[config.mk]
export PLATFORM = sky130hd
export DESIGN_NAME = specialRegisters
export DESIGN_NICKNAME = d
export VERILOG_FILES = /design/src/rtl/datapathPkg.sv /design/src/rtl/specialRegisters.sv
export SDC_FILE = /design/constraint.sdc
export NUM_CORES = 1
export LEC_CHECK = 0
export BUFFER_PORTS_ARGS = -buffer_cell sky130_fd_sc_hd__buf_2
export CORE_AREA = 2 2 159 161
export CTS_CLUSTER_DIAMETER = 60
export DETAILED_ROUTE_END_ITERATION = 8
export DIE_AREA = 0 0 161 163
export PLACE_DENSITY_LB_ADDON = 0.08
export REMOVE_ABC_BUFFERS = 1
export SLEW_MARGIN = 20
export SYNTH_ARGS = -nofsm -noshare
export SYNTH_HDL_FRONTEND = slang
export SYNTH_SLANG_ARGS = --single-unit
[constraint.sdc]
create_clock -name clk -period 0.8 [get_ports clk]
set_input_delay 0.04 -clock clk [delete_from_list [all_inputs] [get_ports clk]]
set_output_delay 0.04 -clock clk [all_outputs]
set_load 0.1 [all_outputs]
[src/rtl/datapathPkg.sv]
package datapathPkg;

    localparam int dataWidth = 32;
    localparam int regCount  = 16;

    // One micro-step of control, applied for a single clock.
    typedef struct packed {
        // Load strobes.
        logic pcIn;
        logic irIn;
        logic marIn;
        logic mdrIn;
        logic read;     // MDR takes memory data instead of the bus.
        logic yIn;
        logic zIn;
        logic rIn;
        // Bus drivers, at most one high.
        logic pcOut;
        logic mdrOut;
        logic zHighOut;
        logic zLowOut;
        logic rOut;
        logic cOut;
        // Register field selects.
        logic gra;
        logic grb;
        logic grc;
        logic baRead;   // R0 reads as zero.
        logic incPc;    // ALU adds one to the bus.
    } ctrlT;

    // Everything visible from outside the datapath.
    typedef struct packed {
        logic [dataWidth-1:0] busData;
        logic [dataWidth-1:0] pcData;
        logic [dataWidth-1:0] irData;
        logic [dataWidth-1:0] marData;
        logic [dataWidth-1:0] mdrData;
        logic [dataWidth-1:0] yData;
        logic [dataWidth-1:0] zHigh;
        logic [dataWidth-1:0] zLow;
    } viewT;

endpackage

[src/rtl/specialRegisters.sv]
`timescale 1ns/1ns
module specialRegisters (
    input  logic                               clk,
    input  logic                               arstN,
    input  datapathPkg::ctrlT                  ctrl,
    input  logic [datapathPkg::dataWidth-1:0]   busData,
    input  logic [datapathPkg::dataWidth-1:0]   mDataIn,
    input  logic [2*datapathPkg::dataWidth-1:0] aluResult,
    output datapathPkg::viewT                  view
);
    import datapathPkg::*;

    logic [dataWidth-1:0] mdrNext;

    assign mdrNext = ctrl.read ? mDataIn : busData; // Memory read or bus write.

    always_ff @(posedge clk or negedge arstN)
    begin
        if (!arstN)
        begin
            view.pcData  <= '0;
            view.irData  <= '0;
            view.marData <= '0;
            view.mdrData <= '0;
            view.yData   <= '0;
            view.zHigh   <= '0;
            view.zLow    <= '0;
        end
        else
        begin
            if (ctrl.pcIn)
            begin
                view.pcData <= busData;
            end
            if (ctrl.irIn)
            begin
                view.irData <= busData;
            end
            if (ctrl.marIn)
            begin
                view.marData <= busData; // Address towards memory.
            end
            if (ctrl.mdrIn)
            begin
                view.mdrData <= mdrNext;
            end
            if (ctrl.yIn)
            begin
                view.yData <= busData; // First ALU operand.
            end
            if (ctrl.zIn)
            begin
                // Full 64-bit result, high word only non-zero for a product.
                view.zHigh <= aluResult[2*dataWidth-1:dataWidth];
                view.zLow  <= aluResult[dataWidth-1:0];
            end
        end
    end

    assign view.busData = busData; // Current bus value for observation.

endmodule

==> qor.csv <==
stage,metric,value,unit
outcome,run_status,"complete, but fails checks",
outcome,violations,"negative hold slack, negative setup slack",
route,drt_drc_violations_left,0,
route,wl,35.43,mm
pwr,intPower,0.02943,W
timing,timing.fmax,760.4,MHz
route,wl_per_cell,21.18,µm
setup_path,slowest_delay,440,ps
logic_synthesis,ys_warn_count,0,
timing,setup_viol,316,
pwr,power.density,2383,nW/µm²
setup_path,rrSetupSlack,-270,ps
die,core_area,24670,µm²
finish,regMostFlops,view,
route,drtPass1Iterations,4,
route,top_layer_used,met4,
die,start_util,37.67,%
setup_path,critPathTopFamily,flip-flops,
logic_synthesis,yosysUniqueCellTypes,13,
placed_design,io_buffers,392,
logic_synthesis,synth.avg_cell_area,16.08,µm²
logic_synthesis,synth_seq_area_share,60.31,%
grt,grt_max_degree,55,
cts,cts_hold_buf,130,
hold_path,hold_path.class,in -> async,
timing,skew,0,ps
setup_path,cp_max_fo,2,
setup_path,worstPathArrival,1280,ps
timing,hold_violations,8,
timing,setup_ws,-515.2,ps
logic_synthesis,mappedNetlistArea,9294,µm²
timing,finalCritPeriodShare,164.4,%
setup_path,cp-end-kind,output port,
cts,clockBufferDepth,3,
die,die-width,161,µm
timing,whs,-54.25,ps
cts,cts_tree,built,
pwr,swShare,38.51,%
finish,fillerInstances,1270,
pwr,pwr-share-clk,27.2,%
route,routedLengthMet1,13.15,mm
run,drv_cap,0,
die,dieArea,26240,µm²
finish,fin_area,20080,µm²
cts,htree_levels,1,
timing,maxSlewHeadroom,79.23,%
die,num_io_pins,405,
grt,grt_pass1_wl,50.27,mm
die,die_h,163,µm
pwr,combPwrFrac,44.3,%
timing,tightestPinTransition,311.5,ps
setup_path,startpoint_type,flip-flop,
pwr,ir_drop,1.663,mV
setup_path,path_class,reg -> out,
cts,clkSinkCount,224,
placed_design,routabilityCongestion,0.7443,
timing,final_max_slew_viol_count,0,
finish,nets,1472,
route,ant_nets,0,
logic_synthesis,synthCells,578,
placed_design,dp.final_hpwl,21.19,mm
cts,cts_buffers,27,
finish,syn_to_final_growth,116.1,%
cts,clock_latency,520,ps
route,via_count,7761,
die,rows,58,
grt,overflow,0,
timing,rsz0062_at_grt,true,
pwr,leakage,9.538,nW
logic_synthesis,synth_area_leaders,"dfrtp_1 60%, mux2_2 14%, mux2_4 12%, mux2i_1 3.4%, buf_4 2.6%",
timing,fin_tns_setup,-100040,ps
finish,largest_reg_flops,224,
finish,drive_above_1_share,66.92,%
route,drt_iter0_markers,266,
route,vias_per_cell,4.639,
logic_synthesis,ys_seq_elements,224,
setup_path,required,760,ps
timing,period_needed,1315,ps
grt,grt_pass1_vias,8505,
grt,track_usage,24.81,%
pwr,pwr-share-seq,28.5,%
logic_synthesis,synth_area_leader_cell,dfrtp_1,
placed_design,placed_cell_area,16790,µm²
route,met2WireLength,18.65,mm
pwr,p_sw,0.01843,W
grt,antenna_found_initial,1,
finish,top_regs,view x224,
setup_path,worstPathCellList,buf_6 -> buf_12,
route,met3_length,2.822,mm
logic_synthesis,synth_top_area_share,60.31,%
setup_path,path_buf_inv,2,
setup_path,crit_path_top_delay_cell,dfrtp_1,
cts,cts_root_buf,clkbuf_16,
placed_design,dpl_worst_slack,-116.3,ps
cts,clk_pin_slew,70,ps
-- layout by cell type (no fill, tap or decap) --
cell type / instances
buf_12: 273
dfrtp_1: 224
buf_6: 189
buf_2: 134
dlygate4sd3_1: 130
mux2_2: 106
mux2_4: 86
buf_4: 55
mux2i_1: 32
a21oi_1: 30
clkbuf_16: 27
nor2_1: 22
nor2_2: 8
clkbuf_8: 7
clkbuf_1: 6
bufinv_16: 4
clkinv_2: 3
nor2_4: 2
a21oi_2: 2
diode_2: 1
inv_6: 1
buf_8: 1
-- final cells by class --
| cell class | count | area [µm²] | share of cell area [%] |
|---|---|---|---|
| Multi-Input combinational cell | 288 | 3128 | 15.58 |
| Tap cell | 330 | 412.9 | 2.056 |
| Clock inverter | 8 | 143.9 | 0.7166 |
| Clock buffer | 40 | 794.5 | 3.957 |
| Timing Repair Buffer | 782 | 9993 | 49.77 |
| Sequential cell | 224 | 5605 | 27.91 |
| Antenna cell | 1 | 2.502 | 0.01246 |
-- worst register-to-register path, cell delays in order, from the launching register on --
cell	delay (ps)
dfrtp_1	430
buf_6	140
buf_6	100
mux2_4	280
-- cells in the mapped netlist --
master,instances
a21oi_1,32
buf_1,1
buf_12,6
buf_2,5
buf_4,32
buf_6,18
buf_8,3
clkbuf_1,1
dfrtp_1,224
mux2_2,116
mux2_4,76
mux2i_1,32
nor2_1,32
-- through the flow --
step | util [%] | total power, W | cells
global route | 81.37 | 0.04917 | 1672
global placement | 68.06 | 0.03301 | 1460
floorplan | - | 0.02320 | 512
finish | 81.38 | 0.04786 | 1673
detailed placement | 68.06 | 0.03322 | 1460
CTS | 79.21 | 0.04713 | 1641
-- power by group through the flow --
stage / sequential [W] / clock, W / combinational (W)
after floorplan: 0.0217 / 0 / 0.00149
after global placement: 0.0134 / 0 / 0.0197
after detailed placement: 0.0134 / 0 / 0.0198
final: 0.0136 / 0.0130 / 0.0212
after CTS: 0.0135 / 0.0130 / 0.0206
after global routing: 0.0137 / 0.0137 / 0.0217
-- path summary, 6_finish.rpt --
path	startpoint	to	cells past startpoint
max	view[15]	view[15]	2
min	arstN	view[191]	2
max reg2reg	view[21]	view[21]	3
min reg2reg	view[67]	view[67]	1
max in group asynchronous	arstN	view[58]	4
min in group clk	ctrl[18]	view[199]	3
-- layer usage --
metal | GRT usage, % | vias up
li1 | - | 3472
met1 | 28.90 | 3925
met2 | 44.21 | 312
met3 | 7.716 | 52
met4 | 7.021 | 0
met5 | 0 | -
-- timing repair --
action	in CTS	in global routing
endpoints found under the hold margin	448	8
buffers inserted	63	58
resized for setup	130	83
pin swaps	0	1
setup endpoints to repair	224	346
-- kinds of logic after synthesis --
kind of cell | share of synthesized area (%)
mux | 29.78
compound gates | 1.723
flops | 60.31
simple gates | 1.292
buf+inv | 6.893
Power figures use the tool's default switching activity.
