===== src/rtl/isaPkg.sv =====
package isaPkg;

    localparam int opcodeWidth = 5;
    localparam int regIdxWidth = 4;
    localparam int immWidth    = 19;
    localparam int padWidth    = 15; // Spare low bits of a register-format word.

    // Opcode values as they appear in bits 31..27 of the instruction word.
    typedef enum logic [opcodeWidth-1:0] {
        opAdd  = 5'd3,
        opSub  = 5'd4,
        opShr  = 5'd5,
        opShl  = 5'd6,
        opRor  = 5'd7,
        opRol  = 5'd8,
        opAnd  = 5'd9,
        opOr   = 5'd10,
        opAddi = 5'd11,
        opAndi = 5'd12,
        opOri  = 5'd13,
        opMul  = 5'd14,
        opNeg  = 5'd16,
        opNot  = 5'd17
    } opcodeT;

    typedef struct packed {
        opcodeT                 opcode;
        logic [regIdxWidth-1:0] ra; // Destination.
        logic [regIdxWidth-1:0] rb;
        logic [regIdxWidth-1:0] rc;
        logic [padWidth-1:0]    pad;
    } rFormatT;

    typedef struct packed {
        opcodeT                 opcode;
        logic [regIdxWidth-1:0] ra;
        logic [regIdxWidth-1:0] rb;
        logic [immWidth-1:0]    c; // Signed constant.
    } iFormatT;

    // One fetched word, read either as three registers or as two plus a constant.
    typedef union packed {
        rFormatT rFormat;
        iFormatT iFormat;
    } instrT;

endpackage


===== src/rtl/datapathPkg.sv =====
package datapathPkg;

    localparam int dataWidth = 32;
    localparam int regCount  = 16;

    // One micro-step of control, applied for a single clock.
    typedef struct packed {
        // Load strobes.
        logic pcIn;
        logic irIn;
        logic marIn;
        logic mdrIn;
        logic read;     // MDR takes memory data instead of the bus.
        logic yIn;
        logic zIn;
        logic rIn;
        // Bus drivers, at most one high.
        logic pcOut;
        logic mdrOut;
        logic zHighOut;
        logic zLowOut;
        logic rOut;
        logic cOut;
        // Register field selects.
        logic gra;
        logic grb;
        logic grc;
        logic baRead;   // R0 reads as zero.
        logic incPc;    // ALU adds one to the bus.
    } ctrlT;

    // Everything visible from outside the datapath.
    typedef struct packed {
        logic [dataWidth-1:0] busData;
        logic [dataWidth-1:0] pcData;
        logic [dataWidth-1:0] irData;
        logic [dataWidth-1:0] marData;
        logic [dataWidth-1:0] mdrData;
        logic [dataWidth-1:0] yData;
        logic [dataWidth-1:0] zHigh;
        logic [dataWidth-1:0] zLow;
    } viewT;

endpackage


===== src/rtl/alu.sv =====
`timescale 1ns/1ns
module alu (
    input  datapathPkg::ctrlT                   ctrl,
    input  isaPkg::instrT                       ir,
    input  logic [datapathPkg::dataWidth-1:0]   yData,
    input  logic [datapathPkg::dataWidth-1:0]   busData,
    output logic [2*datapathPkg::dataWidth-1:0] result
);
    import datapathPkg::*;
    import isaPkg::*;

    logic [4:0]                  shamt;
    logic [2*dataWidth-1:0]      yTwice;
    logic [2*dataWidth-1:0]      rolWide;
    logic signed [2*dataWidth-1:0] product;

    assign shamt   = busData[4:0];      // Low five bits of B.
    assign yTwice  = {yData, yData};    // Rotates come out of a doubled word.
    assign rolWide = yTwice << shamt;
    assign product = $signed(yData) * $signed(busData);

    always_comb
    begin
        result = '0;
        if (ctrl.incPc)
        begin
            result[dataWidth-1:0] = busData + 1'b1; // PC step during fetch.
        end
        else
        begin
            case (ir.rFormat.opcode)
                opAdd, opAddi:
                begin
                    result[dataWidth-1:0] = yData + busData;
                end
                opSub:
                begin
                    result[dataWidth-1:0] = yData - busData;
                end
                opAnd, opAndi:
                begin
                    result[dataWidth-1:0] = yData & busData;
                end
                opOr, opOri:
                begin
                    result[dataWidth-1:0] = yData | busData;
                end
                opShr:
                begin
                    result[dataWidth-1:0] = yData >> shamt;
                end
                opShl:
                begin
                    result[dataWidth-1:0] = yData << shamt;
                end
                opRor:
                begin
                    result[dataWidth-1:0] = yTwice[dataWidth-1:0] >> shamt
                                          | yData << (dataWidth - shamt);
                end
                opRol:
                begin
                    result[dataWidth-1:0] = rolWide[2*dataWidth-1:dataWidth];
                end
                opMul:
                begin
                    result = product; // Only case with a live high word.
                end
                opNeg:
                begin
                    result[dataWidth-1:0] = -busData;
                end
                opNot:
                begin
                    result[dataWidth-1:0] = ~busData;
                end
                default:
                begin
                    result = '0;
                end
            endcase
        end
    end

endmodule


===== config.mk =====
export PLATFORM = sky130hd
export DESIGN_NAME = alu
export DESIGN_NICKNAME = d
export VERILOG_FILES = /design/src/rtl/isaPkg.sv /design/src/rtl/datapathPkg.sv /design/src/rtl/alu.sv
export SDC_FILE = /design/constraint.sdc
export NUM_CORES = 2
export LEC_CHECK = 0
export ABC_AREA = 1
export BUFFER_PORTS_ARGS = -buffer_cell sky130_fd_sc_hd__buf_2
export CORE_ASPECT_RATIO = 2
export CORE_MARGIN = 2
export CORE_UTILIZATION = 60
export DETAILED_ROUTE_END_ITERATION = 10
export GPL_TIMING_DRIVEN = 0
export PLACE_DENSITY = 0.77
export SLEW_MARGIN = 5
export SYNTH_ARGS = -nofsm -noshare
export SYNTH_HDL_FRONTEND = slang
export SYNTH_SLANG_ARGS = --single-unit

===== constraint.sdc =====
create_clock -name vclk -period 13.37
set_input_delay 2.674 -clock vclk [all_inputs]
set_output_delay 2.674 -clock vclk [all_outputs]
set_load 0.03 [all_outputs]

==> results of run 1 <==
synth_stat cells, drive strengths merged, types with 23 or more instances:
master and n:
a21oi 164, buf 100, clkbuf 270, fa 1084
ha 283, inv 2036, nand2 2326, nand3 754
nand4 54, nor2 377, nor3 45, o21ai 149
o22ai 23, xor2 30
metal layers:
| layer | track usage, % | overflow |
|---|---|---|
| met3 | 46.12 | 0 |
| met1 | 72.74 | 1 |
| met4 | 66.28 | 128 |
| met2 | 85.59 | 151 |
| met5 | 11.01 | 0 |
cell families after synthesis:
family                     synth area share (%)
AOI/OAI and AO/OA                         4.374
and+or+nand+nor                           28.71
adders and majority gates                 48.40
muxes                                   0.03839
buffers and inverters                     17.57
xor gates and xnor gates                 0.8974
per-stage QoR:
| step | TNS (ns) | instances | setup slack [ns] |
|---|---|---|---|
| after floorplan | 0 | 7847 | 0.3007 |
| after global placement | -75.83 | 9142 | -2.192 |
| after detailed placement | -74.72 | 9145 | -2.290 |
| after CTS | 0 | 9124 | 0.003080 |
what timing repair did:
action	4_1_cts
cloned	0
resized for setup	137
pin swaps	1
buffers inserted	13
endpoints found under the setup margin	55
==> flow_metrics.py, run 1 <==
metrics = {
    "clock_network": {
        "hold_buffers": 0,
    },
    "yosys": {
        "ys_types": 52,
        "netlist_area_sq_mm": 0.05215,
        "syn_inst": 7847,
        "syn_nets": 9329,
        "synthTopCellsByArea": "fa_1 42%, nand2_1 17%, inv_1 15%",
        "yosysWarnings": 0,
        "synth_largest_area_cell": "fa_1",
        "seq_area_frac_synth_pct": 0,
        "avgSynthCellArea_sq_um": 6.646,
        "synth_top_area_share_pct": 41.61,
    },
    "placed_design": {
        "gp_congestion": 1.244,
        "place_area_sq_mm": 0.05430,
        "io_buffers": 133,
        "dp_hpwl_um": 227400,
    },
    "floorplanning": {
        "die_y_um": 420.9,
        "num_rows": 153,
        "die_w_um": 212.5,
        "pin_count": 179,
        "initial_core_util_pct": 60.27,
    },
    "outcome": {
        "status": "aborted with a tool error",
        "haltStage": "global routing",
        "stop_error": "[ERROR GRT-0116] Global routing finished with congestion. Check the congestion regions in the DRC Viewer.",
    },
    "grt": {
        "grt_pass1_vias": 58940,
        "grt_max_degree": 29,
        "grt_pass1_wl_um": 432100,
        "grt_overflow": 280,
        "grt_usage_pct": 68.13,
    },
}
==> run 2: changes to the inputs <==
Settings changed: CORE_ASPECT_RATIO 2 to not set, CORE_UTILIZATION 60 to 40, PLACE_DENSITY 0.77 to not set, PLACE_DENSITY_LB_ADDON set to 0.15.
==> flow_metrics.py, run 2 <==
metrics = {
    "critical_path": {
        "crit_required_ns": 10.70,
        "cpMaxStageDelayCell": "fa_1",
        "crit_fanout": 10,
        "slowest_delay_ns": 0.60,
        "path_common_cell": "fa_1",
        "setup.worst_path.class": "in2out",
        "crit_path_end_kind": "output port",
        "startpoint_type": "input port",
        "cp.arrival_ns": 10.69,
    },
    "yosys": {
        "syn_nets": 9329,
        "seq_area_frac_synth_pct": 0,
        "yosysMostFrequentCell": "nand2_1",
        "yosysWarnings": 0,
        "avgSynthCellArea_sq_um": 6.646,
        "synth_top_area_share_pct": 41.61,
        "synthTopCellsByArea": "fa_1 42%, nand2_1 17%, inv_1 15%",
        "syn_inst": 7847,
        "netlist_area_sq_mm": 0.05215,
        "ys_types": 52,
        "synth_largest_area_cell": "fa_1",
        "synth_common_cells": "2311 x nand2_1, 2026 x inv_1, 1084 x fa_1",
    },
    "detailed_routing": {
        "drtIter0Drc": 7839,
        "drt-wirelength-per-cell_um": 30.81,
        "dr.pass1.iters": 6,
        "ant_nets": 0,
        "routed_wl_um": 299400,
        "drc": 0,
        "dr_total_vias": 54990,
        "viasPerCell": 5.659,
    },
    "sta": {
        "max_freq_mhz": 74.81,
        "rsz0062_at_grt": "true",
        "setup_viol": 0,
        "fin_hold_ws_ns": 6.120,
        "finalCritPeriodShare_pct": 99.97,
        "hold_viol": 0,
        "worst_pin_slew_ns": 1.445,
        "slew_viol_final": 0,
        "tns_ns": 0,
        "finalCriticalPeriod_ns": 13.37,
        "slew_headroom_pct": 3.300,
    },
    "floorplanning": {
        "dieArea_sq_mm": 0.1333,
        "core_sq_mm": 0.1295,
        "initial_core_util_pct": 40.27,
        "die_w_um": 365.1,
        "pin_count": 179,
        "die_y_um": 365.1,
        "num_rows": 132,
    },
    "final_layout": {
        "layout_common_cells": "2298 x nand2_1, 2019 x inv_1, 1074 x fa_1",
        "drive_above_1_share_pct": 6.565,
        "areaGrowthSynthToFinish_pct": 7.224,
        "instances_no_fill": 9717,
        "fin_util_pct": 43.18,
        "clock_buffers": 0,
        "n_fill_cell": 14280,
        "nNetsFinal": 9451,
        "final_common_cell": "nand2_1",
        "seqCellArea_sq_um": 0,
        "multi_input_area_sq_mm": 0.04335,
        "design.seq.count": 0,
    },
    "placed_design": {
        "io_buffers": 133,
        "gp_congestion": 1.092,
        "dp.cells": 9727,
        "dp_hpwl_um": 258500,
    },
    "grt": {
        "antenna_found_initial": 25,
        "grt_usage_pct": 44.53,
        "grt_pass1_wl_um": 408100,
        "grt_pass1_vias": 52670,
        "grt_max_degree": 28,
        "grt_overflow": 0,
    },
    "min_path": {
        "min-delay-start": "ctrl[0]",
        "hp-class": "in2out",
        "worstHoldPathCells": 4,
        "hold_path_end": "result[1]",
    },
    "run": {
        "maxCapViolCount": 0,
    },
    "outcome": {
        "status": "complete, no violations",
    },
}
run 2: repair_timing:
item / 4_1_cts / 5_1_grt
pin swaps: 2 / 4
hold buffers: 0 / 0
resized for setup: 224 / 261
buffers inserted: 13 / 9
cloned: 0 / 0
endpoints found under the setup margin: 57 / 48
run 2: cell type report:
cell class         instances  share of cell area, %
plain buffers            330                  3.209
inverters               2039                  13.71
repair buffers           160                  1.627
multi-input cells       5438                  77.52
diodes                     8                0.03580
well taps               1742                  3.898
run 2: worst max-delay path by stage:
stage          depth (start not counted)  startpoint         end
6_report                              29   yData[21]  result[26]
5_1_grt                               31  busData[4]  result[24]
4_1_cts                               26   yData[31]  result[59]
3_5_place_dp                          31  busData[3]  result[56]
3_3_place_gp                          31  busData[3]  result[56]
2_1_floorplan                         30  busData[3]  result[59]
run 2: kinds of logic after synthesis:
family,after synthesis,synth area share [%]
buffers and inverters,2409,17.57
xor gates and xnor gates,51,0.8974
AOI/OAI and AO/OA,412,4.374
and+or+nand+nor,3606,28.71
adders and majority gates,1367,48.40
muxes,2,0.03839
run 2: metrics by stage:
| stage | setup slack (ns) | area [sq um] |
|---|---|---|
| 3_5_place_dp | -2.489 | 55050 |
| 4_1_cts | 0.0006306 | 55570 |
| 2_1_floorplan | 0.3007 | 52150 |
| 3_3_place_gp | -2.599 | 54990 |
| 6_report | 0.003364 | 55910 |
| 5_1_grt | -0.04294 | 55890 |
run 2: layer usage:
layer	global-route usage (%)	vias up	part of all wire, %
met4	30.81	8	8.7
met2	61.72	3587	40
met1	59.79	27400	39
met3	12.42	808	13
li1	-	23190	-
met5	0	-	0.021
run 2: critical path, delay by kind of cell:
family / cells / cell delay (ns)
adder cells (fa/ha/maj): 9 / 4.43
buffers and inverters: 7 / 1.55
AND/OR/NAND/NOR: 13 / 1.97
