--- config.mk ---
export PLATFORM = sky130hd
export DESIGN_NAME = busMux
export DESIGN_NICKNAME = d
export VERILOG_FILES = /design/src/rtl/isaPkg.sv /design/src/rtl/datapathPkg.sv /design/src/rtl/busMux.sv
export SDC_FILE = /design/constraint.sdc
export NUM_CORES = 1
export LEC_CHECK = 0
export CORE_AREA = 2 2 94 96
export DETAILED_ROUTE_END_ITERATION = 16
export DIE_AREA = 0 0 96 98
export DONT_BUFFER_PORTS = 1
export GPL_ROUTABILITY_DRIVEN = 1
export SLEW_MARGIN = 20
export SYNTH_ARGS = -nofsm -noshare
export SYNTH_HDL_FRONTEND = slang
export SYNTH_SLANG_ARGS = --single-unit
--- constraint.sdc ---
create_clock -name vclk -period 0.8
set_input_delay 0.12 -clock vclk [all_inputs]
set_output_delay 0.12 -clock vclk [all_outputs]
set_load 0.005 [all_outputs]
--- src/rtl/isaPkg.sv ---
package isaPkg;

    localparam int opcodeWidth = 5;
    localparam int regIdxWidth = 4;
    localparam int immWidth    = 19;
    localparam int padWidth    = 15; // Spare low bits of a register-format word.

    // Opcode values as they appear in bits 31..27 of the instruction word.
    typedef enum logic [opcodeWidth-1:0] {
        opAdd  = 5'd3,
        opSub  = 5'd4,
        opShr  = 5'd5,
        opShl  = 5'd6,
        opRor  = 5'd7,
        opRol  = 5'd8,
        opAnd  = 5'd9,
        opOr   = 5'd10,
        opAddi = 5'd11,
        opAndi = 5'd12,
        opOri  = 5'd13,
        opMul  = 5'd14,
        opNeg  = 5'd16,
        opNot  = 5'd17
    } opcodeT;

    typedef struct packed {
        opcodeT                 opcode;
        logic [regIdxWidth-1:0] ra; // Destination.
        logic [regIdxWidth-1:0] rb;
        logic [regIdxWidth-1:0] rc;
        logic [padWidth-1:0]    pad;
    } rFormatT;

    typedef struct packed {
        opcodeT                 opcode;
        logic [regIdxWidth-1:0] ra;
        logic [regIdxWidth-1:0] rb;
        logic [immWidth-1:0]    c; // Signed constant.
    } iFormatT;

    // One fetched word, read either as three registers or as two plus a constant.
    typedef union packed {
        rFormatT rFormat;
        iFormatT iFormat;
    } instrT;

endpackage

--- src/rtl/datapathPkg.sv ---
package datapathPkg;

    localparam int dataWidth = 32;
    localparam int regCount  = 16;

    // One micro-step of control, applied for a single clock.
    typedef struct packed {
        // Load strobes.
        logic pcIn;
        logic irIn;
        logic marIn;
        logic mdrIn;
        logic read;     // MDR takes memory data instead of the bus.
        logic yIn;
        logic zIn;
        logic rIn;
        // Bus drivers, at most one high.
        logic pcOut;
        logic mdrOut;
        logic zHighOut;
        logic zLowOut;
        logic rOut;
        logic cOut;
        // Register field selects.
        logic gra;
        logic grb;
        logic grc;
        logic baRead;   // R0 reads as zero.
        logic incPc;    // ALU adds one to the bus.
    } ctrlT;

    // Everything visible from outside the datapath.
    typedef struct packed {
        logic [dataWidth-1:0] busData;
        logic [dataWidth-1:0] pcData;
        logic [dataWidth-1:0] irData;
        logic [dataWidth-1:0] marData;
        logic [dataWidth-1:0] mdrData;
        logic [dataWidth-1:0] yData;
        logic [dataWidth-1:0] zHigh;
        logic [dataWidth-1:0] zLow;
    } viewT;

endpackage

--- src/rtl/busMux.sv ---
`timescale 1ns/1ns
module busMux (
    input  datapathPkg::ctrlT                 ctrl,
    input  logic [datapathPkg::dataWidth-1:0] regData,
    input  isaPkg::instrT                     ir,
    input  logic [datapathPkg::dataWidth-1:0] pcData,
    input  logic [datapathPkg::dataWidth-1:0] mdrData,
    input  logic [datapathPkg::dataWidth-1:0] zHigh,
    input  logic [datapathPkg::dataWidth-1:0] zLow,
    output logic [datapathPkg::dataWidth-1:0] busData
);
    import datapathPkg::*;
    import isaPkg::*;

    logic [dataWidth-1:0] immData;

    // Sign-extend the 19-bit constant.
    assign immData = {{(dataWidth-immWidth){ir.iFormat.c[immWidth-1]}}, ir.iFormat.c};

    always_comb
    begin
        busData = '0; // Nobody drives, bus reads zero.
        unique0 case (1'b1)
            ctrl.pcOut:    busData = pcData;
            ctrl.mdrOut:   busData = mdrData;
            ctrl.zHighOut: busData = zHigh;
            ctrl.zLowOut:  busData = zLow;
            ctrl.rOut:     busData = regData;
            ctrl.cOut:     busData = immData;
            default:       busData = '0;
        endcase
    end

endmodule

==> summary.txt, run 1 <==
Status
  • Outcome: finished clean

Flow run
  • Max cap viols: 0

Synth
  • Synth Area in Compound Gates: 0.6536
  • Number of distinct library cells after synthesis: 10
  • Post-synthesis mux area share: 0
  • Top-area cell type share of the netlist area: 0.5307
  • Top cells by area, synth: a22oi_1 53%, a22oi_2 12%, nand3_1 8.8%
  • Seq/Total Area, Yosys: 0
  • Syn. warnings: 0
  • Area leader, netlist: a22oi_1
  • Synth Area in XOR/XNOR: 0
  • Top-count cell post-synth: a22oi_1
  • Post-synth top cells: 72 x a22oi_1, 18 x nand3_1, 14 x buf_2, 14 x nand2_1, 14 x nand4_1
  • Adder-cell share of the synthesized area: 0
  • Simple-Gate Fraction of Synth Area: 0.2322
  • Main combinational cell family by area after synthesis: compound AO/OA/AOI/OAI gates
  • Average size of a mapped cell: 6.928 um2
  • Cells after Synth: 147
  • Post-Syn Nets: 358
  • Synthesized area: 0.001018 mm2

Global route
  • Vias in the first global route: 1292
  • Largest net degree at the start of global routing: 33
  • GR Util All Layers: 0.1119
  • First-pass GRT wire length: 7803 um
  • Total gr overflow: 0
  • Antenna violations before repair: 1

Pwr
  • P_leak: 0.3047 nW
  • Max IR drop VDD: 0.04952 mV
  • Pwr Total: 418.8 uW
  • Pwr Density: 393.4 mW/mm2

Placement
  • IO buf count: 0
  • Placer Congestion: 0.6809
  • DP HPWL: 5104 um

STA
  • Hold_ws: 347.0 ps
  • Final setup TNS: 0 ps
  • Max-slew violations: 0
  • Final setup viols: 0
  • Least-Margin Pin Slew: 286.7 ps
  • Final hold viol count: 0
  • Unrepaired setup endpoints after global routing: false
  • Minimum clock period: 672.5 ps
  • Slew margin rel.: 0.8089
  • Tcrit/Tclk final: 0.8406
  • Highest clock rate: 1.487 GHz

Floorplanning
  • I/O Pins: 243
  • Chip height: 98 um
  • Core area: 0.008466 mm2
  • Die area: 0.009408 mm2
  • Site row count: 34
  • Initial Utilization: 0.1203
  • Chip width: 96 um

Setup path
  • Slowest stage cell, crit path: a22oi_1
  • Critical Path Sink Type: primary output
  • Worst path top cell family by delay: compound AO/OA/AOI/OAI gates
  • Critical path buffers and inverters: 0
  • Crit path arrival time: 550 ps
  • Worst-path fanout max: 1
  • CP peak stage delay: 260 ps
  • Critical path, cell by cell: a22oi_1, nand4_1
  • Critical Path RT: 680 ps
  • WS Path Type: in2out
  • Startpoint Class: primary input

Route
  • Detail Route Antenna Nets: 0
  • WL/cell: 26.25 um
  • Final WL: 6274 um
  • Total vias in the final route: 1422
  • 1st-pass router iterations: 4
  • Number of vias per cell: 5.950
  • Remaining DRCs: 0
  • DRT iter0 DRCs: 59

CTS
  • Cts repair resizes: 0
  • CTS Hold Bufs: 0
  • Post-CTS Setup Inserts: 0

Final layout
  • Nets: 344
  • FFs & Latches: 0
  • Number of diodes: 0
  • Fillcell total: 975
  • Proportion of layout cells with a drive suffix above 1: 0.09924
  • Reg area: 0 um2
  • Area Growth Syn to Fin: 4.545%
  • Clkbuf count: 0

Worst hold path
  • Hold WC Path Type: in2out
per-layer routing:
| metal | global-route usage | vias to the layer above | routed length [um] |
|---|---|---|---|
| met3 | 0.03549 | 2 | 752 |
| met4 | 0.001099 | 2 | 1 |
| li1 | - | 602 | - |
| met2 | 0.2179 | 141 | 3214 |
| met5 | 0 | - | 13 |
| met1 | 0.1220 | 675 | 2292 |
cells by family after synthesis:
family / count (synthesis)
AO/OA/AOI/OAI: 82
AND/OR/NAND/NOR: 47
buffers and inverters: 18
cell usage in the layout (no fill, tap or decap):
cell type / netlist / routed
a22oi_1: 72 / 72
a22oi_2: 10 / 10
buf_12: 1 / 1
buf_4: 2 / 1
nand2_1: 14 / 14
nand2_2: 1 / 1
nand3_1: 18 / 18
nand4_1: 14 / 14
worst paths after layout:
| path | depth (start not counted) | endpoint | startpoint | slack, ps |
|---|---|---|---|---|
| hold / removal | 2 | busData[10] | zHigh[10] | 350 |
| setup / recovery | 2 | busData[27] | zLow[27] | 130 |
area by class of cell:
class                      count  area, um2  share of cell area
multi-input combinational    129      902.1              0.8472
tap                          108      135.1              0.1269
timing repair buffer           2      27.53             0.02585
power breakdown:
| group | switching, mW | internal (mW) |
|---|---|---|
| Clock | 0 | 0 |
| Combinational | 0.187 | 0.232 |
| Sequential | 0 | 0 |
| Total | 0.187 | 0.232 |
per-stage QoR:
stage                 util  instance area (um2)  cells  setup WS, ps
floorplan                -                 1018    147         69.51
global placement    0.1258                 1065    239         146.1
detailed placement  0.1258                 1065    239         132.4
CTS                 0.1258                 1065    239         132.4
global route        0.1258                 1065    239         93.41
finish              0.1258                 1065    239         127.5
Power figures use the tool's default switching activity.
==> run 2, diff against run 1 <==
Settings changed: ABC_AREA from default to 1, CORE_AREA 2 2 94 96 to 2 2 95 97, DIE_AREA 0 0 96 98 to 0 0 97 99.
==> run 2 against run 1 <==
Effect of this change: area after synthesis rose by 58%; worst hold slack gained 66 ps; first-iteration DRC count grew 25%; cell count grew 100%; critical path type unchanged.
==> summary.txt, run 2 <==
Setup path
  • Critical path buffers and inverters: 0
  • Critical path, cell by cell: nand2_1, nand2_1, nor2_1, nand2_1
  • Worst path top cell family by delay: simple AND/OR/NAND/NOR gates
  • Worst-path fanout max: 32
  • Startpoint Class: primary input
  • Slowest stage cell, crit path: nor2_1
  • Critical Path RT: 680 ps
  • Critical Path Sink Type: primary output
  • CP peak stage delay: 150 ps
  • WS Path Type: in2out
  • Most frequent CP cell: nand2_1
  • Crit path arrival time: 500 ps

Synth
  • Cells after Synth: 389
  • Syn. warnings: 0
  • Number of distinct library cells after synthesis: 7
  • Synthesized area: 0.001605 mm2
  • Seq/Total Area, Yosys: 0
  • Post-Syn Nets: 600
  • Top-count cell post-synth: nand2_1
  • Area leader, netlist: nand2_1
  • Average size of a mapped cell: 4.127 um2
  • Top-area cell type share of the netlist area: 0.7132
  • Top cells by area, synth: nand2_1 71%, buf_6 13%, nor2_1 7.5%
  • Post-synth top cells: 305 x nand2_1, 32 x nor2_1, 31 x inv_1, 18 x buf_6

Route
  • 1st-pass router iterations: 4
  • DRT iter0 DRCs: 74
  • Detail Route Antenna Nets: 0
  • Remaining DRCs: 0
  • Final WL: 6070 um
  • Number of vias per cell: 4.418
  • Total vias in the final route: 2116
  • WL/cell: 12.67 um

Placement
  • Area after DPL: 0.001538 mm2
  • DP HPWL: 4780 um
  • Placer Congestion: 0.8108
  • IO buf count: 0

Floorplanning
  • I/O Pins: 243
  • Core area: 0.008551 mm2
  • Die area: 0.009603 mm2
  • Chip width: 97 um
  • Initial Utilization: 0.1877
  • Site row count: 34
  • Chip height: 99 um

STA
  • Minimum clock period: 621.1 ps
  • Tcrit/Tclk final: 0.7763
  • Final setup viols: 0
  • Unrepaired setup endpoints after global routing: false
  • Slew margin rel.: 0.8892
  • Final setup TNS: 0 ps
  • Final hold viol count: 0
  • Max-slew violations: 0
  • Least-Margin Pin Slew: 166.1 ps
  • Highest clock rate: 1.610 GHz

Global route
  • Antenna violations before repair: 0
  • First-pass GRT wire length: 8583 um
  • GR Util All Layers: 0.1078
  • Largest net degree at the start of global routing: 33
  • Total gr overflow: 0
  • Vias in the first global route: 1855

Pwr
  • Pwr Density: 393.6 mW/mm2
  • P_leak: 1.084 nW
  • Max IR drop VDD: 0.07706 mV
  • Pwr Total: 605.3 uW

CTS
  • Cts repair resizes: 0
  • CTS Hold Bufs: 0
  • Post-CTS Setup Inserts: 0

Final layout
  • Final instance area: 0.001538 mm2
  • Reg area: 0 um2
  • Clkbuf count: 0
  • Nets: 584
  • FFs & Latches: 0
  • Number of diodes: 0
  • Proportion of layout cells with a drive suffix above 1: 0.008086
  • Most common cell after layout, fill and taps aside: nand2_1
  • Area Growth Syn to Fin: -4.209%
  • Commonest non-fill, non-tap cells in the layout: 305 x nand2_1, 32 x nor2_1, 31 x inv_1

Worst hold path
  • Hold WC Path Type: in2out

Status
  • Outcome: finished clean

Flow run
  • Max cap viols: 0
## run 2: cell count changes in the layout (fill, tap and decap cells not counted), moves of 10 or more
cell | before | now
nand3_1 | 18 | 0
nor2_1 | 0 | 32
nand2_1 | 14 | 305
inv_1 | 0 | 31
nand4_1 | 14 | 0
a22oi_1 | 72 | 0
a22oi_2 | 10 | 0
## run 2: power by group
group / switching [mW] / internal [mW]
clock: 0 / 0
sequential: 0 / 0
combinational: 0.358 / 0.248
total: 0.358 / 0.248
## run 2: final cells by class
cell class                 instances  area (um2)
fill                            1033        7013
multi-input combinational        339        1282
tap                              108       135.1
inverter                          32       120.1
## run 2: final timing paths
path,start,to,slack (ps),depth (start not counted)
worst max-delay path,ctrl[9],busData[13],180,4
worst min-delay path,regData[11],busData[11],410,4
## run 2: cell families (layout without fill, tap and decap cells)
group / after synthesis / in the layout / share of synthesized area
simple gates: 339 / 339 / 0.7989
buf+inv: 50 / 32 / 0.2011
## run 2: stage by stage
stage,util,setup WS [ps],cells,hold WS (ps)
after detailed placement,0.1798,128.6,479,414.7
after global routing,0.1798,110.4,479,430.3
after CTS,0.1798,130.9,479,414.9
after floorplan,-,93.00,389,397.9
final,0.1798,179.0,479,413.0
after global placement,0.1798,130.7,479,411.9
## run 2: per-layer routing
metal | wire length, um | global-route usage | share of wire | up-vias
met5 | 0 | 0 | 0 | -
met4 | 37 | 0.01625 | 0.0061 | 0
li1 | - | - | - | 1081
met2 | 3076 | 0.2078 | 0.51 | 144
met3 | 518 | 0.01135 | 0.085 | 4
met1 | 2438 | 0.1309 | 0.40 | 887
