===== config.mk =====
export PLATFORM = sky130hd
export DESIGN_NAME = registerFile
export DESIGN_NICKNAME = d
export VERILOG_FILES = /design/src/rtl/isaPkg.sv /design/src/rtl/datapathPkg.sv /design/src/rtl/registerFile.sv
export SDC_FILE = /design/constraint.sdc
export NUM_CORES = 1
export LEC_CHECK = 0
export ABC_AREA = 1
export BUFFER_PORTS_ARGS = -buffer_cell sky130_fd_sc_hd__buf_2
export CORE_MARGIN = 4
export CORE_UTILIZATION = 51
export DETAILED_ROUTE_END_ITERATION = 8
export GPL_ROUTABILITY_DRIVEN = 0
export GPL_TIMING_DRIVEN = 0
export PLACE_DENSITY = 0.71
export SYNTH_ARGS = -nofsm -noshare
export SYNTH_HDL_FRONTEND = slang
export SYNTH_SLANG_ARGS = --single-unit

===== constraint.sdc =====
create_clock -name clk -period 1.9 [get_ports clk]
set_clock_uncertainty 0.1 [all_clocks]
set_input_delay 0.38 -clock clk [delete_from_list [all_inputs] [get_ports clk]]
set_output_delay 0.38 -clock clk [all_outputs]
set_load 0.02 [all_outputs]

===== src/rtl/isaPkg.sv =====
package isaPkg;

    localparam int opcodeWidth = 5;
    localparam int regIdxWidth = 4;
    localparam int immWidth    = 19;
    localparam int padWidth    = 15; // Spare low bits of a register-format word.

    // Opcode values as they appear in bits 31..27 of the instruction word.
    typedef enum logic [opcodeWidth-1:0] {
        opAdd  = 5'd3,
        opSub  = 5'd4,
        opShr  = 5'd5,
        opShl  = 5'd6,
        opRor  = 5'd7,
        opRol  = 5'd8,
        opAnd  = 5'd9,
        opOr   = 5'd10,
        opAddi = 5'd11,
        opAndi = 5'd12,
        opOri  = 5'd13,
        opMul  = 5'd14,
        opNeg  = 5'd16,
        opNot  = 5'd17
    } opcodeT;

    typedef struct packed {
        opcodeT                 opcode;
        logic [regIdxWidth-1:0] ra; // Destination.
        logic [regIdxWidth-1:0] rb;
        logic [regIdxWidth-1:0] rc;
        logic [padWidth-1:0]    pad;
    } rFormatT;

    typedef struct packed {
        opcodeT                 opcode;
        logic [regIdxWidth-1:0] ra;
        logic [regIdxWidth-1:0] rb;
        logic [immWidth-1:0]    c; // Signed constant.
    } iFormatT;

    // One fetched word, read either as three registers or as two plus a constant.
    typedef union packed {
        rFormatT rFormat;
        iFormatT iFormat;
    } instrT;

endpackage


===== src/rtl/datapathPkg.sv =====
package datapathPkg;

    localparam int dataWidth = 32;
    localparam int regCount  = 16;

    // One micro-step of control, applied for a single clock.
    typedef struct packed {
        // Load strobes.
        logic pcIn;
        logic irIn;
        logic marIn;
        logic mdrIn;
        logic read;     // MDR takes memory data instead of the bus.
        logic yIn;
        logic zIn;
        logic rIn;
        // Bus drivers, at most one high.
        logic pcOut;
        logic mdrOut;
        logic zHighOut;
        logic zLowOut;
        logic rOut;
        logic cOut;
        // Register field selects.
        logic gra;
        logic grb;
        logic grc;
        logic baRead;   // R0 reads as zero.
        logic incPc;    // ALU adds one to the bus.
    } ctrlT;

    // Everything visible from outside the datapath.
    typedef struct packed {
        logic [dataWidth-1:0] busData;
        logic [dataWidth-1:0] pcData;
        logic [dataWidth-1:0] irData;
        logic [dataWidth-1:0] marData;
        logic [dataWidth-1:0] mdrData;
        logic [dataWidth-1:0] yData;
        logic [dataWidth-1:0] zHigh;
        logic [dataWidth-1:0] zLow;
    } viewT;

endpackage


===== src/rtl/registerFile.sv =====
`timescale 1ns/1ns
module registerFile (
    input  logic                             clk,
    input  logic                             arstN,
    input  datapathPkg::ctrlT                ctrl,
    input  isaPkg::instrT                    ir,
    input  logic [datapathPkg::dataWidth-1:0] busData,
    output logic [datapathPkg::dataWidth-1:0] regData
);
    import datapathPkg::*;
    import isaPkg::*;

    logic [dataWidth-1:0]   regs [regCount];
    logic [regIdxWidth-1:0] regIdx;

    // Select and encode. The strobes mask the IR fields into one index.
    assign regIdx = ({regIdxWidth{ctrl.gra}} & ir.rFormat.ra)
                  | ({regIdxWidth{ctrl.grb}} & ir.rFormat.rb)
                  | ({regIdxWidth{ctrl.grc}} & ir.rFormat.rc);

    always_ff @(posedge clk or negedge arstN)
    begin
        if (!arstN)
        begin
            for (int i = 0; i < regCount; i++)
            begin
                regs[i] <= '0;
            end
        end
        else if (ctrl.rIn)
        begin
            regs[regIdx] <= busData;
        end
    end

    // R0 used as a base address reads zero
    always_comb
    begin
        if (ctrl.baRead && (regIdx == '0))
        begin
            regData = '0;
        end
        else
        begin
            regData = regs[regIdx];
        end
    end

endmodule


==> summary.txt, run 1 <==
Critical path
  – Critical-path cell with the highest stage delay: sky130_fd_sc_hd__clkbuf_16
  – Worst stage delay on the critical path: ~190 ps
  – Endpoint kind of the worst setup timing path: primary output
  – Max FO, Critical Path: 9
  – Required time worst endpoint: between 1000 and 1500 ps
  – Critical path start-end classification: input pin to primary output
  – Sum of buffers and inverters on the critical path: 5
  – Type of origin of the critical path: input pin
  – Cell type group with the largest total delay on the critical path: buffers and inverters
  – Arrival time of the worst setup path: approximately 2000 ps
  – Cells traversed along the worst timing path: buf_12 > nand2_8 > nand3_4 > buf_12 > clkbuf_16 > clkbuf_16 > nand2_1 > o21ai_1 > nand2_1 > nand2_1 > nand2_2 > nand3_2 > nor2_4 > buf_6
  – Worst path most repeated cell: sky130_fd_sc_hd__nand2_1

Final layout
  – Most frequent cells in the layout: sky130_fd_sc_hd__nand2_1, sky130_fd_sc_hd__dfrtp_1, sky130_fd_sc_hd__o21ai_0, sky130_fd_sc_hd__inv_1, sky130_fd_sc_hd__o21ai_1
  – Post-route insts no fill: 4040
  – Final design instance area without fill: 30600 µm²
  – Registers with the most flip-flops: regs x512
  – Multi-input gate area in the final layout: between 10000 and 15000 µm²
  – Most flop-heavy register: regs
  – Share of post-route cells with drive strength above 1: a little under a fifth
  – Commonest non-fill, non-tap cell in the layout: sky130_fd_sc_hd__nand2_1
  – Number of nets in the finished design: about 3500
  – Flip-flop count of the largest register after layout: 512
  – Synth-to-layout area growth: 26.0%
  – Filler cells: 3839
  – Sequential standard cell area: around 13000 µm²

Run status
  – Run status: complete, but fails checks
  – Failing checks: setup timing

STA
  – Endpoints failing hold: 0
  – Share of the cycle needed by the critical path after routing: 128%
  – Final count of negative-setup-slack endpoints: 39
  – Worst Tran Pin Value: approximately 840 ps
  – Unrepaired setup endpoints after global routing: true
  – Relative slew slack: ~44%
  – Post-layout worst setup margin: -533 ps
  – Max-slew violation total from the final report: 0
  – Final sum of negative setup slack: -13960 ps
  – Post-route minimum period: 2430 ps
  – Upper clock frequency limit: ~0.4 GHz

Synth
  – Number of synthesized flops with an enable pin: 0
  – Fraction of synthesized cell area in xor and xnor cells: 0%
  – Total standard cell area after synthesis: about 24000 µm²
  – Synth area leader: sky130_fd_sc_hd__dfrtp_1
  – Post-synthesis share of cell area spent on and, or, nand and nor gates: 23.5%
  – Main combinational cell family by area after synthesis: simple AND/OR/NAND/NOR gates
  – Cells taking the most area after synthesis: sky130_fd_sc_hd__dfrtp_1, sky130_fd_sc_hd__nand2_1, sky130_fd_sc_hd__o21ai_0, sky130_fd_sc_hd__inv_1, sky130_fd_sc_hd__nor2_1
  – Number of synthesized register bits: around 510
  – Post-Syn Instances: about 3200
  – Number of warnings issued by yosys: 0
  – Async SR Flop Fraction: 100%
  – Net count of the mapped netlist: 3249
  – Register area share after synthesis: a little over half
  – Adder-cell share of the synthesized area: 0%
  – Complex-gate fraction of the synthesized area: around 15%
  – Post-synthesis cell type count: 25
  – Proportion of synthesized area in mux cells: 0%
  – Mean post-synth cell area: 7.68 µm²
  – Main flop type after synthesis: sky130_fd_sc_hd__dfrtp_1
  – Proportion of netlist area held by the largest area contributor: between 50% and 60%

Clock network
  – Clock Latency Late Sink: around 630 ps
  – Count of H-tree levels built during CTS: 2
  – CTS clk-pin slew, worst paths: around 60 ps
  – Clock Tree Root: sky130_fd_sc_hd__clkbuf_16
  – Clock buffers created by TritonCTS: 54
  – Number of clock sinks seen by CTS: roughly 510
  – Deepest clock path buffer count: 3
  – CTS tree: built

Placed design
  – Post-DP Area: 26200 µm²
  – Post-Place Setup Slack: -1100 ps
  – Number of cells after detailed placement: between 3000 and 4000
  – Port bufs: 82
  – Half-perimeter wire length after placement: 59900 µm

Detailed routing
  – DRC viols: 0
  – Number of DRC violations after detailed-routing iteration 0: 3282
  – Total via count in the routed design: between 20000 and 25000
  – Number of detailed-routing iterations run before antenna repair: 5
  – Post-DR vias/cell: 5.92
  – Post-route antenna net violation count: 0
  – Average wire per standard cell: roughly 23 µm
  – Total length of routed wires: between 90000 and 100000 µm

Floorplanning
  – Placement row count: a little under 80
  – Starting Density: just over 50%
  – Die outline width: between 200 and 250 µm
  – DIE AREA: around 51000 µm²
  – Core Box Area: approximately 47000 µm²
  – Die height: about 230 µm
  – Count of pins on the block boundary: 117

Pwr
  – Worst IR drop on VDD: roughly 0.0008 V
  – Power per cell area: 1230 nW/µm²
  – Leakage: about 15 nW

Hold path
  – Path category of the worst min-delay check: input pin to flop

Job
  – Number of maximum-capacitance violations: 0

Global routing
  – Wire length of the first global-routing pass: 135000 µm
  – Number of antenna violations at the first check in global routing: 1
  – Overall overflow remaining after global route: 0
  – Pin count of the biggest net entering global routing: around 130
  – Number of global-route vias before repair: about 22000
  – GRT Total Usage: between 30% and 40%
[synthesized netlist by cell type (2+ instances only)]
cell,n
sky130_fd_sc_hd__nand4_1,8
sky130_fd_sc_hd__inv_2,6
sky130_fd_sc_hd__nor2_4,8
sky130_fd_sc_hd__buf_4,38
sky130_fd_sc_hd__nand3_2,2
sky130_fd_sc_hd__a21oi_1,132
sky130_fd_sc_hd__clkbuf_1,78
sky130_fd_sc_hd__nand2_4,4
sky130_fd_sc_hd__buf_6,3
sky130_fd_sc_hd__nand3_4,3
sky130_fd_sc_hd__inv_1,257
sky130_fd_sc_hd__o21ai_1,150
sky130_fd_sc_hd__nand2_2,11
sky130_fd_sc_hd__clkbuf_2,4
sky130_fd_sc_hd__nor3_1,24
sky130_fd_sc_hd__o21ai_0,454
sky130_fd_sc_hd__nand2_1,1119
sky130_fd_sc_hd__nand3_1,32
sky130_fd_sc_hd__buf_2,79
sky130_fd_sc_hd__nor2_8,4
sky130_fd_sc_hd__buf_1,20
sky130_fd_sc_hd__nor2_1,214
sky130_fd_sc_hd__dfrtp_1,512
[per-layer routing]
metal | track usage, % | up-vias | wire length [µm]
met5 | 0 | - | 0
met4 | 18.1 | 0 | 5750
met3 | 9.23 | 357 | 11700
li1 | - | 10414 | -
met2 | 53.3 | 1633 | 41400
met1 | 46.8 | 11493 | 34700
[worst paths after layout]
check                                 start     endpoint  slack, ps  depth (start not counted)
max in group asynchronous             arstN    regs[154]        210                          4
worst max register to register    regs[419]    regs[419]       1010                          2
worst min-delay path            busData[30]     regs[30]         10                          3
min in group asynchronous             arstN    regs[326]        150                          2
worst max-delay path                ctrl[4]  regData[13]       -530                         14
worst min register to register    regs[405]    regs[405]        380                          2
[final cells by class]
cell class,count,area share [%]
diodes,1,0.00817
multi-input cells,2168,33.8
inverters,264,3.27
clock inverters,14,0.466
plain buffers,220,6.51
repair inverters,1,0.0286
repair buffers,166,6.13
flip-flops and latches,512,41.9
well taps,607,2.48
clock buffers,87,5.44
[report_power, final]
group          internal, mW  switching (mW)
clock network          6.26            4.61
registers              14.5            1.69
logic                  4.24            6.43
total                  25.0            12.7
[through the flow]
step,hold slack (ps),power [mW],utilization (%)
3_3_place_gp,366,24.8,55.8
2_1_floorplan,-15.6,22.4,-
4_1_cts,1.90,36.8,63.4
5_1_grt,18.7,39.7,65.3
3_5_place_dp,189,25.2,56.0
6_report,12.9,37.8,65.3
[timing repair]
| action | CTS | global route |
|---|---|---|
| hold endpoints to repair | 152 | 0 |
| pin swaps | 24 | 54 |
| endpoints found under the setup margin | 83 | 409 |
| setup buffers | 30 | 11 |
| resized for setup | 309 | 192 |
| gates cloned | 6 | 14 |
| hold buffers | 22 | 0 |
[kinds of logic (layout without fill, tap and decap cells)]
group           after synthesis  in the layout
simple gates               1430           1432
other cells                   0              1
buf+inv                     486            752
flops                       512            512
compound gates              736            736
[tightest hold or removal path: stages]
cell and delay, ps:
sky130_fd_sc_hd__buf_2 70, sky130_fd_sc_hd__inv_1 100, sky130_fd_sc_hd__o21ai_1 140
Note: power is estimated with default switching activity, not from simulation.
==> run 2: changes to the inputs <==
- clock period: 1.9 -> 2.2 ns (I/O delays scaled with it)
==> summary.txt, run 2 (synthesis gave the netlist of run 1 again) <==
Floorplanning
  – Die outline width: 226 µm (unchanged)
  – Core Box Area: 46900 µm² (unchanged)
  – Placement row count: 79 (unchanged)
  – Count of pins on the block boundary: 117 (unchanged)
  – Starting Density: 51.9% (unchanged)
  – DIE AREA: 51200 µm² (unchanged)
  – Die height: 226 µm (unchanged)

Final layout
  – Registers with the most flip-flops: regs x512
  – Share of post-route cells with drive strength above 1: 14.8% (-3.6 points)
  – Post-route insts no fill: 3981 (-1.5%)
  – Flip-flop count of the largest register after layout: 512 (unchanged)
  – Most flop-heavy register: regs
  – Final design instance area without fill: 29000 µm² (-5.3%)
  – Ant diodes: 0 (-1)
  – Final Util: 61.9% (-3.5 points)
  – Number of nets in the finished design: 3418 (-1.6%)
  – Most frequent cells in the layout: sky130_fd_sc_hd__nand2_1, sky130_fd_sc_hd__dfrtp_1, sky130_fd_sc_hd__o21ai_0, sky130_fd_sc_hd__inv_1, sky130_fd_sc_hd__o21ai_1
  – Filler cells: 4075 (+6.1%)
  – Synth-to-layout area growth: 19.3%
  – Commonest non-fill, non-tap cell in the layout: sky130_fd_sc_hd__nand2_1

Detailed routing
  – DRC viols: 0 (unchanged)
  – Number of detailed-routing iterations run before antenna repair: 6 (+1)
  – Total length of routed wires: 91000 µm (-2.7%)
  – Number of DRC violations after detailed-routing iteration 0: 3098 (-5.6%)
  – Post-DR vias/cell: 5.86 (-0.88%)
  – Average wire per standard cell: 22.9 µm (-1.2%)
  – Post-route antenna net violation count: 0 (unchanged)
  – Total via count in the routed design: 23341 (-2.3%)

Critical path
  – Arrival time of the worst setup path: 1990 ps (+40 ps)
  – Required time worst endpoint: 1660 ps (+240 ps)
  – Worst r2r src: regs[388]
  – Endpoint kind of the worst setup timing path: primary output
  – Max FO, Critical Path: 10 (+1)
  – Endpoint of the worst-slack reg-to-reg timing path: regs[388]
  – Worst Reg-to-Reg Cells: 2 (unchanged)
  – Critical path start-end classification: input pin to primary output
  – Type of origin of the critical path: input pin
  – Worst reg2reg setup slack: 1350 ps (+340 ps)

Global routing
  – GRT Total Usage: 35.2% (+0.095 points)
  – Pin count of the biggest net entering global routing: 123 (-2.4%)
  – Number of global-route vias before repair: 22847 (+2.1%)
  – Wire length of the first global-routing pass: 135000 µm (about the same)
  – Overall overflow remaining after global route: 0 (unchanged)
  – Number of antenna violations at the first check in global routing: 2 (+1)

Job
  – Number of maximum-capacitance violations: 0 (unchanged)

Hold path
  – Depth of the worst hold-timing path: 3 (unchanged)
  – Path category of the worst min-delay check: input pin to flop
  – Hold_sp: busData[24]
  – WHS Endpoint: regs[344]

Clock network
  – Clock buffers created by TritonCTS: 54 (unchanged)
  – CTS tree: built
  – Number of clock sinks seen by CTS: 512 (unchanged)
  – Deepest clock path buffer count: 3 (unchanged)
  – Clock Latency Late Sink: 620 ps (about the same)
  – Clock Tree Root: sky130_fd_sc_hd__clkbuf_16
  – CTS clk-pin slew, worst paths: 60 ps (about the same)
  – Count of H-tree levels built during CTS: 2 (unchanged)

Run status
  – Run status: complete, but fails checks
  – Failing checks: setup timing

Pwr
  – Tot Pwr: 31.5 mW (-17%)
  – Worst IR drop on VDD: 0.000670 V (-16%)
  – Power per cell area: 1090 nW/µm² (-12%)
  – Leakage: 14.6 nW (-4.4%)

STA
  – Endpoints failing hold: 0 (unchanged)
  – Share of the cycle needed by the critical path after routing: 115%
  – Upper clock frequency limit: between 0.3 and 0.4 GHz
  – Post-route minimum period: between 2000 and 3000 ps
  – Final count of negative-setup-slack endpoints: 32 (-18%)
  – Worst Tran Pin Value: 909 ps (+73.3 ps)
  – Unrepaired setup endpoints after global routing: true
  – Final sum of negative setup slack: -8790 ps (+5170 ps)
  – Max-slew violation total from the final report: 0 (unchanged)
  – Relative slew slack: 39.4% (-4.9 points)
  – Worst hold slack after final layout: 20.7 ps (+7.83 ps)
  – Post-layout worst setup margin: -330 ps (+203 ps)

Placed design
  – Port bufs: 82 (unchanged)
  – Post-Place Setup Slack: -997 ps (+101 ps)
  – Post-DP Area: 25800 µm² (-1.6%)
  – Half-perimeter wire length after placement: 59800 µm (-0.15%)
  – Number of cells after detailed placement: 3857 (unchanged)
[run 2: power breakdown]
part	switching, mW	total, mW	internal, mW
logic	5.20	8.44	3.23
registers	1.44	14.0	12.6
clock network	3.98	9.07	5.08
total	10.6	31.5	20.9
[run 2: what timing repair did]
item	in CTS	in global routing
hold buffers	2	0
setup buffers	14	6
resized for setup	298	114
pin swaps	18	15
gates cloned	2	3
hold endpoints to repair	67	0
setup endpoints to repair	32	38
[run 2: routing by layer]
layer	vias up	track usage [%]	share of wire [%]
met5	-	0	0
met4	0	21.6	6.7
met3	387	8.26	11
met2	1485	55.0	45
met1	11195	44.6	37
li1	10274	-	-
[run 2: worst max-delay path by stage]
stage | from | end | slack [ps] | cells after the start
finish | ctrl[3] | regData[25] | -330 | 13
global route | ir[20] | regData[12] | -390 | 13
CTS | ctrl[3] | regData[0] | -310 | 12
detailed placement | ctrl[3] | regData[0] | -1000 | 12
global placement | arstN | regs[214] | -9730 | 1
floorplan | ctrl[3] | regData[30] | 20 | 10
[run 2: layout make-up]
type                       instances  area, µm²  share of cell area, %
tap                              607        759                   2.62
inverter                         264       1000                   3.46
multi-input combinational       2167      10000                   34.5
buffer                           222       1690                   5.83
sequential                       512      12800                   44.2
clock inverter                    15        103                  0.354
clock buffer                      82       1630                   5.61
timing repair buffer             112        996                   3.44
[run 2: worst max-delay path, cell delays in order]
cell	delay (ps)
sky130_fd_sc_hd__buf_12	110
sky130_fd_sc_hd__nand2_4	70
sky130_fd_sc_hd__nand3_4	160
sky130_fd_sc_hd__nand2_4	160
sky130_fd_sc_hd__buf_12	170
sky130_fd_sc_hd__buf_12	160
sky130_fd_sc_hd__nor2_1	50
sky130_fd_sc_hd__a21oi_1	140
sky130_fd_sc_hd__nand2_1	70
sky130_fd_sc_hd__nand2_1	60
sky130_fd_sc_hd__nand2_1	80
sky130_fd_sc_hd__nor2_4	170
sky130_fd_sc_hd__buf_6	140
